--- src/hw/arena_geom_pkg.sv ---
`default_nettype none

package arena_geom_pkg;

  typedef logic [9:0] coord_t;

  // Clamp bounds for a fighter's x position.
  localparam coord_t ARENA_MIN_X = 10'd50;
  localparam coord_t ARENA_MAX_X = 10'd490;

  localparam coord_t START_X_LEFT  = 10'd210;
  localparam coord_t START_X_RIGHT = 10'd420;

  localparam coord_t SPRITE_W = 10'd150;

  // Box offsets from posx for the left side.
  localparam coord_t HIT_OFF1_L  = 10'd35;
  localparam coord_t HIT_OFF2_L  = 10'd113;
  localparam coord_t HURT_OFF1_L = 10'd37;
  localparam coord_t HURT_OFF2_L = 10'd86;

  // Right side is the left side mirrored inside the sprite.
  localparam coord_t HIT_OFF1_R  = SPRITE_W - HIT_OFF2_L;
  localparam coord_t HIT_OFF2_R  = SPRITE_W - HIT_OFF1_L;
  localparam coord_t HURT_OFF1_R = SPRITE_W - HURT_OFF2_L;
  localparam coord_t HURT_OFF2_R = SPRITE_W - HURT_OFF1_L;

  // Fixed rows; hitbox rows lie within the hurtbox rows.
  localparam coord_t FIGHTER_Y   = 10'd170;
  localparam coord_t HIT_Y1_OFF  = 10'd24;
  localparam coord_t HIT_Y2_OFF  = 10'd57;
  localparam coord_t HURT_Y1_OFF = 10'd0;
  localparam coord_t HURT_Y2_OFF = 10'd150;

endpackage

`default_nettype wire

--- src/hw/fighter_pkg.sv ---
`default_nettype none

package fighter_pkg;

  typedef enum logic [2:0] {
    ST_IDLE        = 3'd0,
    ST_FORWARD     = 3'd1,
    ST_BACKWARD    = 3'd2,
    ST_ATK_START   = 3'd3,
    ST_ATK_ACTIVE  = 3'd4,
    ST_ATK_RECOVER = 3'd5
  } fighter_state_t;

  // Frame ticks spent in the current state.
  typedef logic [4:0] tick_cnt_t;

  typedef logic [7:0] health_t;

  // Pixels per frame tick.
  localparam int unsigned SPEED_FORWARD  = 3;
  localparam int unsigned SPEED_BACKWARD = 2;

  // Attack phase lengths in frame ticks.
  localparam tick_cnt_t ATK_START_TICKS   = 5'd5;
  localparam tick_cnt_t ATK_ACTIVE_TICKS  = 5'd2;
  localparam tick_cnt_t ATK_RECOVER_TICKS = 5'd16;

endpackage

`default_nettype wire

--- src/hw/arena_top.sv ---
`timescale 1ns/1ps
`default_nettype none

module arena_top
  import arena_geom_pkg::*;
  import fighter_pkg::*;
#(
  parameter int unsigned TICK_DIV   = 4,
  parameter health_t     HEALTH_MAX = 8'd10,
  parameter health_t     HIT_DAMAGE = 8'd3
) (
  input  wire            clk,
  input  wire            rst,
  input  wire            left_l,
  input  wire            right_l,
  input  wire            attack_l,
  input  wire            left_r,
  input  wire            right_r,
  input  wire            attack_r,
  output coord_t         posx_l,
  output coord_t         posx_r,
  output fighter_state_t state_l,
  output fighter_state_t state_r,
  output logic           hit_l,
  output logic           hit_r,
  output health_t        health_l,
  output health_t        health_r,
  output logic           game_over
);

  logic   frame_tick;
  logic   hit_active_l;
  logic   hit_active_r;
  coord_t hit_x1_l;
  coord_t hit_x2_l;
  coord_t hurt_x1_l;
  coord_t hurt_x2_l;
  coord_t hit_x1_r;
  coord_t hit_x2_r;
  coord_t hurt_x1_r;
  coord_t hurt_x2_r;

  frame_timer #(
    .TICK_DIV(TICK_DIV)
  ) frame_timer_inst (
    .clk       (clk),
    .rst       (rst),
    .frame_tick(frame_tick)
  );

  fighter #(
    .SIDE(1'b0)
  ) fighter_l_inst (
    .clk       (clk),
    .rst       (rst),
    .frame_tick(frame_tick),
    .game_over (game_over),
    .left      (left_l),
    .right     (right_l),
    .attack    (attack_l),
    .posx      (posx_l),
    .state     (state_l),
    .hit_active(hit_active_l),
    .hit_x1    (hit_x1_l),
    .hit_x2    (hit_x2_l),
    .hurt_x1   (hurt_x1_l),
    .hurt_x2   (hurt_x2_l)
  );

  fighter #(
    .SIDE(1'b1)
  ) fighter_r_inst (
    .clk       (clk),
    .rst       (rst),
    .frame_tick(frame_tick),
    .game_over (game_over),
    .left      (left_r),
    .right     (right_r),
    .attack    (attack_r),
    .posx      (posx_r),
    .state     (state_r),
    .hit_active(hit_active_r),
    .hit_x1    (hit_x1_r),
    .hit_x2    (hit_x2_r),
    .hurt_x1   (hurt_x1_r),
    .hurt_x2   (hurt_x2_r)
  );

  // Left attacks against right's hurtbox.
  hit_detect hit_detect_l_inst (
    .clk       (clk),
    .rst       (rst),
    .hit_active(hit_active_l),
    .hit_x1    (hit_x1_l),
    .hit_x2    (hit_x2_l),
    .hurt_x1   (hurt_x1_r),
    .hurt_x2   (hurt_x2_r),
    .hit       (hit_l)
  );

  hit_detect hit_detect_r_inst (
    .clk       (clk),
    .rst       (rst),
    .hit_active(hit_active_r),
    .hit_x1    (hit_x1_r),
    .hit_x2    (hit_x2_r),
    .hurt_x1   (hurt_x1_l),
    .hurt_x2   (hurt_x2_l),
    .hit       (hit_r)
  );

  health_tracker #(
    .HEALTH_MAX(HEALTH_MAX),
    .HIT_DAMAGE(HIT_DAMAGE)
  ) health_tracker_inst (
    .clk         (clk),
    .rst         (rst),
    .hit_by_left (hit_l),
    .hit_by_right(hit_r),
    .health_left (health_l),
    .health_right(health_r),
    .game_over   (game_over)
  );

endmodule

`default_nettype wire

--- src/hw/fighter.sv ---
`timescale 1ns/1ps
`default_nettype none

module fighter
  import arena_geom_pkg::*;
  import fighter_pkg::*;
#(
  parameter bit SIDE = 1'b0
) (
  input  wire            clk,
  input  wire            rst,
  input  wire            frame_tick,
  input  wire            game_over,
  input  wire            left,
  input  wire            right,
  input  wire            attack,
  output coord_t         posx,
  output fighter_state_t state,
  output logic           hit_active,
  output coord_t         hit_x1,
  output coord_t         hit_x2,
  output coord_t         hurt_x1,
  output coord_t         hurt_x2
);

  localparam coord_t START_X = SIDE ? START_X_RIGHT : START_X_LEFT;

  localparam coord_t STEP_FWD = coord_t'(SPEED_FORWARD);
  localparam coord_t STEP_BWD = coord_t'(SPEED_BACKWARD);

  localparam coord_t HIT_OFF1  = SIDE ? HIT_OFF1_R : HIT_OFF1_L;
  localparam coord_t HIT_OFF2  = SIDE ? HIT_OFF2_R : HIT_OFF2_L;
  localparam coord_t HURT_OFF1 = SIDE ? HURT_OFF1_R : HURT_OFF1_L;
  localparam coord_t HURT_OFF2 = SIDE ? HURT_OFF2_R : HURT_OFF2_L;

  // Last tick count of each attack phase.
  localparam tick_cnt_t START_LAST   = ATK_START_TICKS - 5'd1;
  localparam tick_cnt_t ACTIVE_LAST  = ATK_ACTIVE_TICKS - 5'd1;
  localparam tick_cnt_t RECOVER_LAST = ATK_RECOVER_TICKS - 5'd1;
  localparam tick_cnt_t TICK_CNT_MAX = '1;

  fighter_state_t next_state;
  tick_cnt_t      tick_cnt;
  coord_t         step_posx;
  coord_t         next_posx;
  logic           advance;

  // Input decision, used in the movement states and after recovery.
  function automatic fighter_state_t decide(input logic l, input logic r, input logic a);
    fighter_state_t res;
    if (a) begin
      res = ST_ATK_START;
    end else if (l && r) begin
      res = ST_BACKWARD;
    end else if (r) begin
      res = (SIDE == 1'b0) ? ST_FORWARD : ST_BACKWARD;
    end else if (l) begin
      res = (SIDE == 1'b0) ? ST_BACKWARD : ST_FORWARD;
    end else begin
      res = ST_IDLE;
    end
    return res;
  endfunction

  // Nothing moves once the round is over.
  assign advance = frame_tick && !game_over;

  always_comb begin
    next_state = state;
    case (state)
      ST_IDLE, ST_FORWARD, ST_BACKWARD: begin
        next_state = decide(left, right, attack);
      end
      ST_ATK_START: begin
        if (tick_cnt >= START_LAST) begin
          next_state = ST_ATK_ACTIVE;
        end
      end
      ST_ATK_ACTIVE: begin
        if (tick_cnt >= ACTIVE_LAST) begin
          next_state = ST_ATK_RECOVER;
        end
      end
      ST_ATK_RECOVER: begin
        if (tick_cnt >= RECOVER_LAST) begin
          next_state = decide(left, right, attack);
        end
      end
      default: begin
        next_state = ST_IDLE;
      end
    endcase
  end

  // Forward is toward the opponent, so the sign flips with the side.
  always_comb begin
    case (next_state)
      ST_FORWARD:  step_posx = (SIDE == 1'b0) ? posx + STEP_FWD : posx - STEP_FWD;
      ST_BACKWARD: step_posx = (SIDE == 1'b0) ? posx - STEP_BWD : posx + STEP_BWD;
      default:     step_posx = posx;
    endcase
    if (step_posx < ARENA_MIN_X) begin
      next_posx = ARENA_MIN_X;
    end else if (step_posx > ARENA_MAX_X) begin
      next_posx = ARENA_MAX_X;
    end else begin
      next_posx = step_posx;
    end
  end

  always_ff @(posedge clk or posedge rst) begin
    if (rst) begin
      state    <= ST_IDLE;
      tick_cnt <= '0;
      posx     <= START_X;
    end else if (advance) begin
      state <= next_state;
      posx  <= next_posx;
      // Counter restarts on entry to a new state and saturates.
      if (next_state != state) begin
        tick_cnt <= '0;
      end else if (tick_cnt != TICK_CNT_MAX) begin
        tick_cnt <= tick_cnt + 5'd1;
      end
    end
  end

  assign hit_active = (state == ST_ATK_ACTIVE);

  assign hit_x1  = posx + HIT_OFF1;
  assign hit_x2  = posx + HIT_OFF2;
  assign hurt_x1 = posx + HURT_OFF1;
  assign hurt_x2 = posx + HURT_OFF2;

endmodule

`default_nettype wire

--- src/hw/frame_timer.sv ---
`timescale 1ns/1ps
`default_nettype none

module frame_timer #(
  parameter int unsigned TICK_DIV = 4
) (
  input  wire  clk,
  input  wire  rst,
  output logic frame_tick
);

  localparam int unsigned CW = (TICK_DIV > 1) ? $clog2(TICK_DIV) : 1;
  localparam logic [CW-1:0] LAST = CW'(TICK_DIV - 1);

  logic [CW-1:0] cnt;

  // Wraps after the last count of each frame.
  always_ff @(posedge clk or posedge rst) begin
    if (rst) begin
      cnt <= '0;
    end else if (cnt == LAST) begin
      cnt <= '0;
    end else begin
      cnt <= cnt + 1'b1;
    end
  end

  assign frame_tick = (cnt == LAST);

endmodule

`default_nettype wire

--- src/hw/health_tracker.sv ---
`timescale 1ns/1ps
`default_nettype none

module health_tracker
  import fighter_pkg::*;
#(
  parameter health_t HEALTH_MAX = 8'd10,
  parameter health_t HIT_DAMAGE = 8'd3
) (
  input  wire     clk,
  input  wire     rst,
  input  wire     hit_by_left,
  input  wire     hit_by_right,
  output health_t health_left,
  output health_t health_right,
  output logic    game_over
);

  health_t left_dmg;
  health_t right_dmg;

  // Damage saturates at zero.
  assign left_dmg  = (health_left > HIT_DAMAGE) ? health_left - HIT_DAMAGE : '0;
  assign right_dmg = (health_right > HIT_DAMAGE) ? health_right - HIT_DAMAGE : '0;

  always_ff @(posedge clk or posedge rst) begin
    if (rst) begin
      health_left  <= HEALTH_MAX;
      health_right <= HEALTH_MAX;
    end else begin
      if (hit_by_left) begin
        health_right <= right_dmg;
      end
      if (hit_by_right) begin
        health_left <= left_dmg;
      end
    end
  end

  // Sticky until reset.
  always_ff @(posedge clk or posedge rst) begin
    if (rst) begin
      game_over <= 1'b0;
    end else if (health_left == '0 || health_right == '0) begin
      game_over <= 1'b1;
    end
  end

endmodule

`default_nettype wire

--- src/hw/hit_detect.sv ---
`timescale 1ns/1ps
`default_nettype none

module hit_detect
  import arena_geom_pkg::*;
(
  input  wire    clk,
  input  wire    rst,
  input  wire    hit_active,
  input  coord_t hit_x1,
  input  coord_t hit_x2,
  input  coord_t hurt_x1,
  input  coord_t hurt_x2,
  output logic   hit
);

  logic active_q;
  logic active_rise;
  logic overlap;

  // Ranges share at least one pixel.
  assign overlap = (hit_x1 <= hurt_x2) && (hurt_x1 <= hit_x2);

  // Only the first cycle of the active phase can score.
  assign active_rise = hit_active && !active_q;

  always_ff @(posedge clk or posedge rst) begin
    if (rst) begin
      active_q <= 1'b0;
      hit      <= 1'b0;
    end else begin
      active_q <= hit_active;
      hit      <= active_rise && overlap;
    end
  end

endmodule

`default_nettype wire

--- config.mk ---
export PLATFORM = sky130hd
export DESIGN_NAME = arena_top
export DESIGN_NICKNAME = d
export VERILOG_FILES = /design/src/hw/arena_geom_pkg.sv /design/src/hw/fighter_pkg.sv /design/src/hw/arena_top.sv /design/src/hw/fighter.sv /design/src/hw/frame_timer.sv /design/src/hw/health_tracker.sv /design/src/hw/hit_detect.sv
export SDC_FILE = /design/constraint.sdc
export NUM_CORES = 1
export LEC_CHECK = 0
export ABC_AREA = 1
export BUFFER_PORTS_ARGS = -buffer_cell sky130_fd_sc_hd__buf_2
export CORE_UTILIZATION = 33
export DETAILED_ROUTE_END_ITERATION = 12
export GPL_TIMING_DRIVEN = 0
export PLACE_DENSITY = 0.49
export SYNTH_ARGS = -nofsm -noshare
export SYNTH_HDL_FRONTEND = slang
export SYNTH_SLANG_ARGS = --single-unit
--- constraint.sdc ---
create_clock -name clk -period 2.59 [get_ports clk]
set_clock_uncertainty 0.05 [all_clocks]
set_input_delay 0.1295 -clock clk [delete_from_list [all_inputs] [get_ports clk]]
set_output_delay 0.1295 -clock clk [all_outputs]
set_load 0.02 [all_outputs]
* After elaboration in Yosys (flattened, before gate mapping)
Cells that the tools add are included.
Word-level totals: register bits 59, bits of input ports 8, output and inout port bits 45, word-level logic and storage cells 118
Operators by class: $add $sub $neg 17, order comparisons 16, eq/ne operators 19, muxes and demuxes 29, reductions and logical operators 23
Operator list (number):
- 10-bit by 7-bit adder with 10-bit output (second input constant) | 5
- 10-bit <= comparator | 4
- 10-bit 2-to-1 mux | 4
- 10-bit one-hot mux with 2 select lines | 2
- 3-bit 2-to-1 mux | 12
- 10-bit by 6-bit adder with 10-bit output (second input constant) | 3
- 3-bit one-hot mux with 4 select lines | 2
- 10-bit by 2-bit adder with 10-bit output (second input constant) | 2
- 10-bit by 9-bit greater-than comparator with 1-bit output (second input constant) | 2
- 10-bit by 6-bit < comparator with 1-bit output (second input constant) | 2
- 5-bit 2-to-1 mux | 4
- 10-bit by 2-bit subtractor with 10-bit output (second input constant) | 2
- 3-bit by 2-bit == test with 1-bit output (second input constant) | 6
- 8-bit by 2-bit greater-than comparator with 1-bit output (second input constant) | 2
- 8-bit zero test | 2
- 8-bit 2-to-1 mux | 2
- 8-bit by 2-bit subtractor with 8-bit output (second input constant) | 2
- 3-bit by 1-bit == test with 1-bit output (second input constant) | 4
- 3-bit == test (second input constant) | 4
- 5-bit by 1-bit adder with 5-bit output (second input constant) | 2
- 5-bit by 1-bit >= comparator with 1-bit output (second input constant) | 2
- 5-bit by 3-bit >= comparator with 1-bit output (second input constant) | 2
- 5-bit by 4-bit >= comparator with 1-bit output (second input constant) | 2
- 5-bit != test (second input constant) | 2
- other kinds (12) | 28

* Logic depth before layout (Yosys ltp)
Gate-level depths: netlist (run 1).
word-level depth 11, gate-level depth with buffers 22, depth with buffers taken out 21

* By module
From an unflattened synthesis (run 1), not the netlist that was laid out.
Second synthesis, totals: cell total of the unflattened synthesis 1045, area total of the unflattened synthesis 6935.4 um^2
By module, submodules not included:
- fighter at fighter_r_inst | times used 1, cells an instance 369, area an instance 2361.0 um^2, seq. area each 455.4 um^2
- fighter at fighter_l_inst | times used 1, cells an instance 348, area an instance 2302.2 um^2, seq. area each 455.4 um^2
- hit_detect | times used 2, cells an instance 104, area an instance 649.4 um^2, seq. area each 50.0 um^2
- health_tracker | times used 1, cells an instance 115, area an instance 903.4 um^2, seq. area each 430.4 um^2
- frame_timer | times used 1, cells an instance 5, area an instance 70.1 um^2, seq. area each 50.0 um^2

* Worst setup path after synthesis (run 1)
No wires, ideal clock.
path type register -> register, from register fighter_l_inst.posx[2], to register hit_detect_r_inst.hit, data arrival time 2.568 ns, data required time 2.422 ns, path slack -0.146 ns, cell stages (with the launch flop) 16, path buffers 1, clock period less this slack 2.736 ns, path through dfrtp_1 -> clkbuf_1 -> inv_1 -> ha_1 -> o21ai_0 -> a21oi_1 -> nor2_1 -> xor2_1 -> ha_1 -> nand4_1 -> nor3_1 -> o21ai_0 -> o2111ai_1 -> nand2_1 -> nand2_1 -> nor3_1
Between the ends: word-level cells in the longest chain between the ends 4, elaborated cells between the ends (all ways) 6
Ends and longest elaborated chain:
- start: declaration | line fighter.sv:17 | output coord_t posx,
- start signal: assignment | line fighter.sv:118 | posx <= next_posx;
- 10-bit by 7-bit adder with 10-bit output / 10-bit by 6-bit adder with 10-bit output (equally long branches) | line fighter.sv:133, fighter.sv:132
- 10-bit <= comparator | line hit_detect.sv:22 | assign overlap = (hit_x1 <= hurt_x2) && (hurt_x1 <= hit_x2);
- 1-bit logical AND (*) | line hit_detect.sv:22
- 1-bit logical AND (*) | line hit_detect.sv:33 | hit <= active_rise && overlap;
- end signal: assignment | line hit_detect.sv:33
- end: declaration | line hit_detect.sv:14 | output logic hit
Every way passes the cells marked *; elsewhere a longest branch is shown, timed or not. A chain may end at the register's enable or synchronous reset.

* Worst setup path in the final report (run 1)
from register fighter_l_inst.posx[1], to register hit_detect_r_inst.hit
Same word-level chain as after synthesis.

==> metrics.cfg, run 1 <==
[job]
maxCapViolations = 0

[hold_path]
min_path_type = reg2reg
worstHoldPathCells = 1
min_to = hit_detect_r_inst.hit
hp-start = hit_detect_r_inst.active_q

[grt]
grt_pass1_vias = 5726
antenna_found_initial = 0
grt_usage_pct = 19.6
grt_pass1_wl_um = 29900
grt_max_degree = 34
grt-ovfl-total = 0

[yosys]
post-synth-top-area-fraction_pct = 18.8
yosys.area.top_type = dfrtp_1
synth_area_um2 = 6260
syn_nets = 986
synth-seq-cells = 59
async_flop_share_pct = 100
ys_types = 45
ys_seq_area_share_pct = 23.8
synthFlopType = dfrtp_1
synth-edff-count = 0
synth.yosys.warnings = 0
avgSynthCellArea_um2 = 6.88
postSynthCellCount = 910
synthTopCellsByArea = dfrtp_1 (19%), ha_1 (14%), nand2_1 (11%), xor2_1 (9.2%), nand3_1 (7.4%)

[worst_setup_path]
rr_startpoint = fighter_l_inst.posx[1]
arrival_ns = 3.05
worstPathMaxFanout = 5
crit_slowest_cell = dfstp_2
cpPeakStageDelay_ns = 0.62
reg2regPathDepth = 13
rrSetupSlack_ns = -0.25
cpMostUsedCell = nand2_1
end_kind = register
startpoint_type = register
cp.required_ns = 2.79
timing.rr.end = hit_detect_r_inst.hit
critical_path_class = reg2reg
path_cells = ha_2 -> or2_2 -> nand2_1 -> o21ai_2 -> nand2_1 -> xor2_1 -> ha_1 -> nand4_1 -> inv_2 -> nand4_1 -> o32ai_2 -> nand2_1 -> nor3_1

[cells_and_area]
drive_gt1_share_pct = 33.6
nets = 1107
area_growth_pct = 34.1
insertedDiodeCount = 0
stdcell_count = 1270

[floorplan]
rows = 50
ios = 53
start_util_pct = 33.6
die_h_um = 140
core_area_um2 = 18600
dieArea_um2 = 19500
die_w_um = 140

[drt]
drt-wirelength-per-cell_um = 15.0
drt_iter0_drc = 267
via_per_inst = 4.83
dr_total_vias = 6130
drc = 1
postRouteAntennaNets = 0
firstDrtPassIters = 8
drt-total-wl_um = 19000

[sta]
post-route-period-util_pct = 110
period_minus_slack_ns = 2.84
drv_slew = 0
setup_ws_ns = -0.252
relSlewSlack_pct = 47.1
final-setup-viol-count = 4
rsz0062_at_grt = true
hold_viol = 0
worst_slew_pin_slew_ns = 0.794
max_freq_ghz = 0.352
worst_hold_slack_ns = 0.349
setup_tns_ns = -0.472

[run_status]
run_status = finished, violations left
violations = DRC, setup timing

[clock_network]
cts_max_level = 3
numCtsBuffers = 9
cts_sinks = 59
cts_tree = done
clk_pin_slew_ns = 0.05
clock_path_buffers = 2
clock_latency_ns = 0.34
clockRootBuffer = clkbuf_16

[pwr]
p_sw_share_pct = 21.6
p_leak_uw = 0.00405
p_seq_share_pct = 39.4
p_sw_uw = 507
intPower_uw = 1840
powerDensity_nw_per_um2 = 280
combPwrFrac_pct = 3.6
p_clk_share_pct = 57.1
ir_drop_v = 0.000300

[place]
dpl.hpwl_um = 14100
place.gp.congestion = 0.852
port_buffers = 52
dp_cells = 1197

[flip-flops by register name, summed over array words and instances (netlist names)]
signal                            count
health_tracker_inst.health_left       8
fighter_l_inst.posx                  10
fighter_r_inst.tick_cnt               5
health_tracker_inst.health_right      8
hit_detect_l_inst.active_q            1
fighter_l_inst.tick_cnt               5
hit_detect_l_inst.hit                 1
fighter_r_inst.posx                  10
fighter_r_inst.state                  3
frame_timer_inst.cnt                  2
hit_detect_r_inst.hit                 1
hit_detect_r_inst.active_q            1
health_tracker_inst.game_over         1
fighter_l_inst.state                  3
[power by group through the flow]
stage               Sequential, uW  Combinational [uW]  Clock [uW]
global placement               941                73.0           0
detailed placement             941                77.7           0
CTS                            925                83.1        1370
floorplan                      941                48.4           0
global route                   925                96.3        1420
finish                         926                83.5        1340
[placed cells by master, fill, tap and decap left out, types with 11 or more instances in the layout]
cell / count
nand3_2: 27
ha_1: 55
o21ai_0: 26
dfrtp_1: 42
nor3_1: 11
nor2_4: 19
buf_2: 60
nand2_2: 32
nand2_4: 14
buf_6: 11
nor2_1: 73
nor2_2: 21
nand2_1: 163
inv_1: 97
dfstp_2: 12
buf_4: 44
inv_2: 17
a21oi_1: 36
xor2_1: 64
nand3_1: 68
nand4_1: 13
[timing repair]
item                                   4_1_cts  5_1_grt
cloned                                       2        2
resized for setup                           73      120
endpoints found under the hold margin       21        0
hold buffers                                 1        0
setup endpoints to repair                   21       24
pin swaps                                   34       68
setup buffers                               27       25
[metrics by stage]
| step | power [uW] | worst slack, ns | util (%) | instance area (um2) |
|---|---|---|---|---|
| 3_3_place_gp | 1010 | -0.627 | 36.8 | 6860 |
| 6_report | 2350 | -0.252 | 45.1 | 8400 |
| 3_5_place_dp | 1020 | -0.642 | 36.9 | 6880 |
| 2_1_floorplan | 990 | 0.00116 | - | 6310 |
| 4_1_cts | 2380 | -0.289 | 41.4 | 7710 |
| 5_1_grt | 2440 | -0.390 | 45.1 | 8400 |
[cell type report]
class                   instances  area (um2)
multi-input cells             712        4940
clock inverters                 4        72.6
plain buffers                  20         131
inverters                     121         467
well taps                     234         293
fillers                      1927       10200
repair buffers                108         744
clock buffers                  12         256
flip-flops and latches         59        1500
[critical path, delay by kind of cell, from the launching register on]
family	cells	cell delay, ns
flops	1	0.62
fa+ha+maj	2	0.54
xor+xnor	1	0.16
simple gates	7	0.83
compound gates	2	0.48
buf+inv	1	0.09
[how the worst max path moves through the flow]
stage | cells after the start | end | slack (ns) | from
3_5_place_dp | 14 | hit_detect_r_inst.hit | -0.64 | fighter_l_inst.posx[1]
3_3_place_gp | 14 | hit_detect_r_inst.hit | -0.63 | fighter_l_inst.posx[1]
5_1_grt | 15 | hit_detect_r_inst.hit | -0.39 | fighter_l_inst.posx[1]
2_1_floorplan | 16 | hit_detect_r_inst.hit | 0.001 | fighter_l_inst.posx[2]
6_report | 13 | hit_detect_r_inst.hit | -0.25 | fighter_l_inst.posx[1]
4_1_cts | 17 | hit_detect_r_inst.hit | -0.29 | fighter_r_inst.posx[2]
[kinds of logic (layout without fill, tap and decap cells)]
kind of cell,Yosys count,in the layout,synth area share [%]
DFF,59,59,23.8
xor gates and xnor gates,71,71,9.93
adders and majority gates,68,68,13.6
buffers and inverters,141,265,8.87
and+or+nand+nor,462,464,34.2
AOI/OAI and AO/OA,109,109,9.61
[synth_stat cells (12+ instances only)]
master,number
inv_1,107
nand2_2,14
nand2_1,190
ha_1,68
a21oi_1,44
dfrtp_1,47
nand4_1,13
xor2_1,66
nor2_2,13
nand3_1,93
nor2_1,97
dfstp_2,12
nor3_1,14
o21ai_0,36
[layer usage]
metal / share of wire [%] / track usage, % / vias up
li1: - / - / 3203
met1: 49 / 27.2 / 2827
met2: 47 / 31.8 / 84
met3: 2.8 / 3.23 / 16
met4: 1.4 / 3.93 / 0
met5: 0 / 0 / -
No activity file was read; power rests on OpenSTA's default activity.
==> run 2, diff against run 1 <==
==> constraint.sdc (replaced) <==
create_clock -name clk -period 2.61 [get_ports clk]
set_clock_uncertainty 0.05 [all_clocks]
set_input_delay 0.1305 -clock clk [delete_from_list [all_inputs] [get_ports clk]]
set_output_delay 0.1305 -clock clk [all_outputs]
set_load 0.02 [all_outputs]
==> run 2 against run 1 <==
Against the previous run: the flow still finishes with violations (DRC, setup timing); combinational power down 2%; via count down 0.38%; total power decreased by 11%; critical path depth is 2 higher; design area down 1.8%; routed wire length decreased by 0.14%; clock power decreased by 18%; maximum frequency is 0.17% higher; sequential share of layout area is 0.31 points higher; sequential power is 0.8% lower; critical path type unchanged; critical endpoint unchanged; largest power group unchanged.
==> metrics.cfg, run 2 (synthesis gave the netlist of run 1 again) <==
[run_status]
run_status = finished, violations left
violations = DRC, setup timing

[clock_network]
cts_max_level = 3
clk_pin_slew_ns = 0.05
cts_tree = done
cts_sinks = 59
clockRootBuffer = clkbuf_16
numCtsBuffers = 9
clock_latency_ns = 0.34
clock_path_buffers = 2

[cells_and_area]
fillCellCount = 1971
layout_commonest_cell = nand2_1
nets = 1101
final_core_util_pct = 44.2
area_growth_pct = 31.7
drive_gt1_share_pct = 32.3
final_cell_mix = nand2_1 (164), inv_1 (99), nor2_1 (71), nand3_1 (71), xor2_1 (64)
reg.largest.list = fighter_l_inst.posx x10, fighter_r_inst.posx x10
insertedDiodeCount = 0

[worst_setup_path]
arrival_ns = 3.05
startpoint_type = register
timing.rr.end = hit_detect_r_inst.hit
crit_slowest_cell = dfstp_2
critical_path_class = reg2reg
reg2regPathDepth = 15
cpMostUsedCell = nand2_2
cpPeakStageDelay_ns = 0.60
rr_startpoint = fighter_l_inst.posx[1]
end_kind = register
rrSetupSlack_ns = -0.23
path_cells = buf_6 -> ha_4 -> nand2_2 -> nand2_2 -> nand3_4 -> a21oi_4 -> xor2_1 -> inv_1 -> ha_4 -> nand4_1 -> inv_2 -> nand4_1 -> o32ai_2 -> nand2_2 -> nor3_2
cp.required_ns = 2.82
worstPathMaxFanout = 5

[grt]
grt_pass1_wl_um = 29900
grt-ovfl-total = 0
grt_pass1_vias = 5866
grt_max_degree = 36
antenna_found_initial = 0
grt_usage_pct = 19.6

[place]
place.gp.congestion = 0.851
port_buffers = 52
dpl.hpwl_um = 14100

[floorplan]
rows = 50
core_area_um2 = 18600
die_h_um = 140
start_util_pct = 33.6
ios = 53
die_w_um = 140
dieArea_um2 = 19500

[sta]
setup_ws_ns = -0.228
period_minus_slack_ns = 2.84
worst_slew_pin_slew_ns = 0.784
max_freq_ghz = 0.352
worst_hold_slack_ns = 0.344
hold_viol = 0
relSlewSlack_pct = 47.8
final-setup-viol-count = 6
drv_slew = 0
rsz0062_at_grt = true
post-route-period-util_pct = 109

[pwr]
p_leak_uw = 0.00399
ir_drop_v = 0.000297
powerDensity_nw_per_um2 = 254

[drt]
drt-total-wl_um = 19000
drc = 1
drt_iter0_drc = 297
drt-wirelength-per-cell_um = 15.0
via_per_inst = 4.83
firstDrtPassIters = 8
postRouteAntennaNets = 0
dr_total_vias = 6107

[hold_path]
min_path_type = in2async

[job]
maxCapViolations = 0

run 2: cell types whose count changed in the layout (fill, tap and decap cells not counted), sizes merged:
cell      previous run  this run
clkinvlp             2         1
buf                119       112
clkinv               4         7
clkbuf              20        22
inv                117       116
bufinv               2         0
run 2: power by group:
part           total [uW]  switching (uW)  internal (uW)
Combinational        81.8            55.1           26.7
Sequential            919            1.37            918
Clock                1100             432            664
run 2: area by class of cell:
type	instances	area, um2	share of cell area [%]
Buffer	20	134	1.62
Clock buffer	13	250	3.03
Clock inverter	3	15.0	0.182
Inverter	121	473	5.74
Multi-Input combinational cell	712	4910	59.5
Sequential cell	59	1500	18.1
Tap cell	234	293	3.55
Timing Repair Buffer	102	678	8.22
run 2: critical path: cells and delay by family (launching register included):
family | cells | cell delay [ns]
xor+xnor | 1 | 0.19
flops | 1 | 0.60
buf+inv | 3 | 0.34
simple gates | 7 | 0.68
fa+ha+maj | 2 | 0.40
compound gates | 2 | 0.49
run 2: what timing repair did:
| action | CTS | global route |
|---|---|---|
| endpoints found under the setup margin | 19 | 25 |
| pin swaps | 50 | 41 |
| buffers inserted | 22 | 24 |
| endpoints found under the hold margin | 19 | 0 |
| gates cloned | 1 | 3 |
| gates resized for setup | 95 | 87 |
| hold buffers | 1 | 0 |
run 2: per-layer routing:
metal | GRT usage [%] | part of all wire, %
met5 | 0 | 0
met4 | 5.09 | 1.3
met3 | 3.23 | 2.3
met2 | 32.3 | 47
met1 | 26.4 | 49
run 2: metrics by stage:
stage	TNS (ns)	total power [uW]	cell area (um2)	cells	worst slack, ns
floorplan	0	982	6300	910	0.00722
global placement	-4.12	1010	6850	1196	-0.633
detailed placement	-4.12	1010	6870	1197	-0.621
CTS	-0.545	2140	7670	1237	-0.254
global route	-2.71	2180	8250	1264	-0.330
finish	-0.466	2100	8250	1264	-0.228
run 2: worst max path at each step:
| stage | slack (ns) | cells past startpoint | start | end |
|---|---|---|---|---|
| 3_5_place_dp | -0.62 | 14 | fighter_l_inst.posx[1] | hit_detect_r_inst.hit |
| 2_1_floorplan | 0.007 | 17 | fighter_r_inst.posx[2] | hit_detect_r_inst.hit |
| 3_3_place_gp | -0.63 | 14 | fighter_l_inst.posx[1] | hit_detect_r_inst.hit |
| 4_1_cts | -0.25 | 14 | fighter_l_inst.posx[1] | hit_detect_l_inst.hit |
| 6_report | -0.23 | 15 | fighter_l_inst.posx[1] | hit_detect_r_inst.hit |
| 5_1_grt | -0.33 | 15 | fighter_l_inst.posx[1] | hit_detect_r_inst.hit |
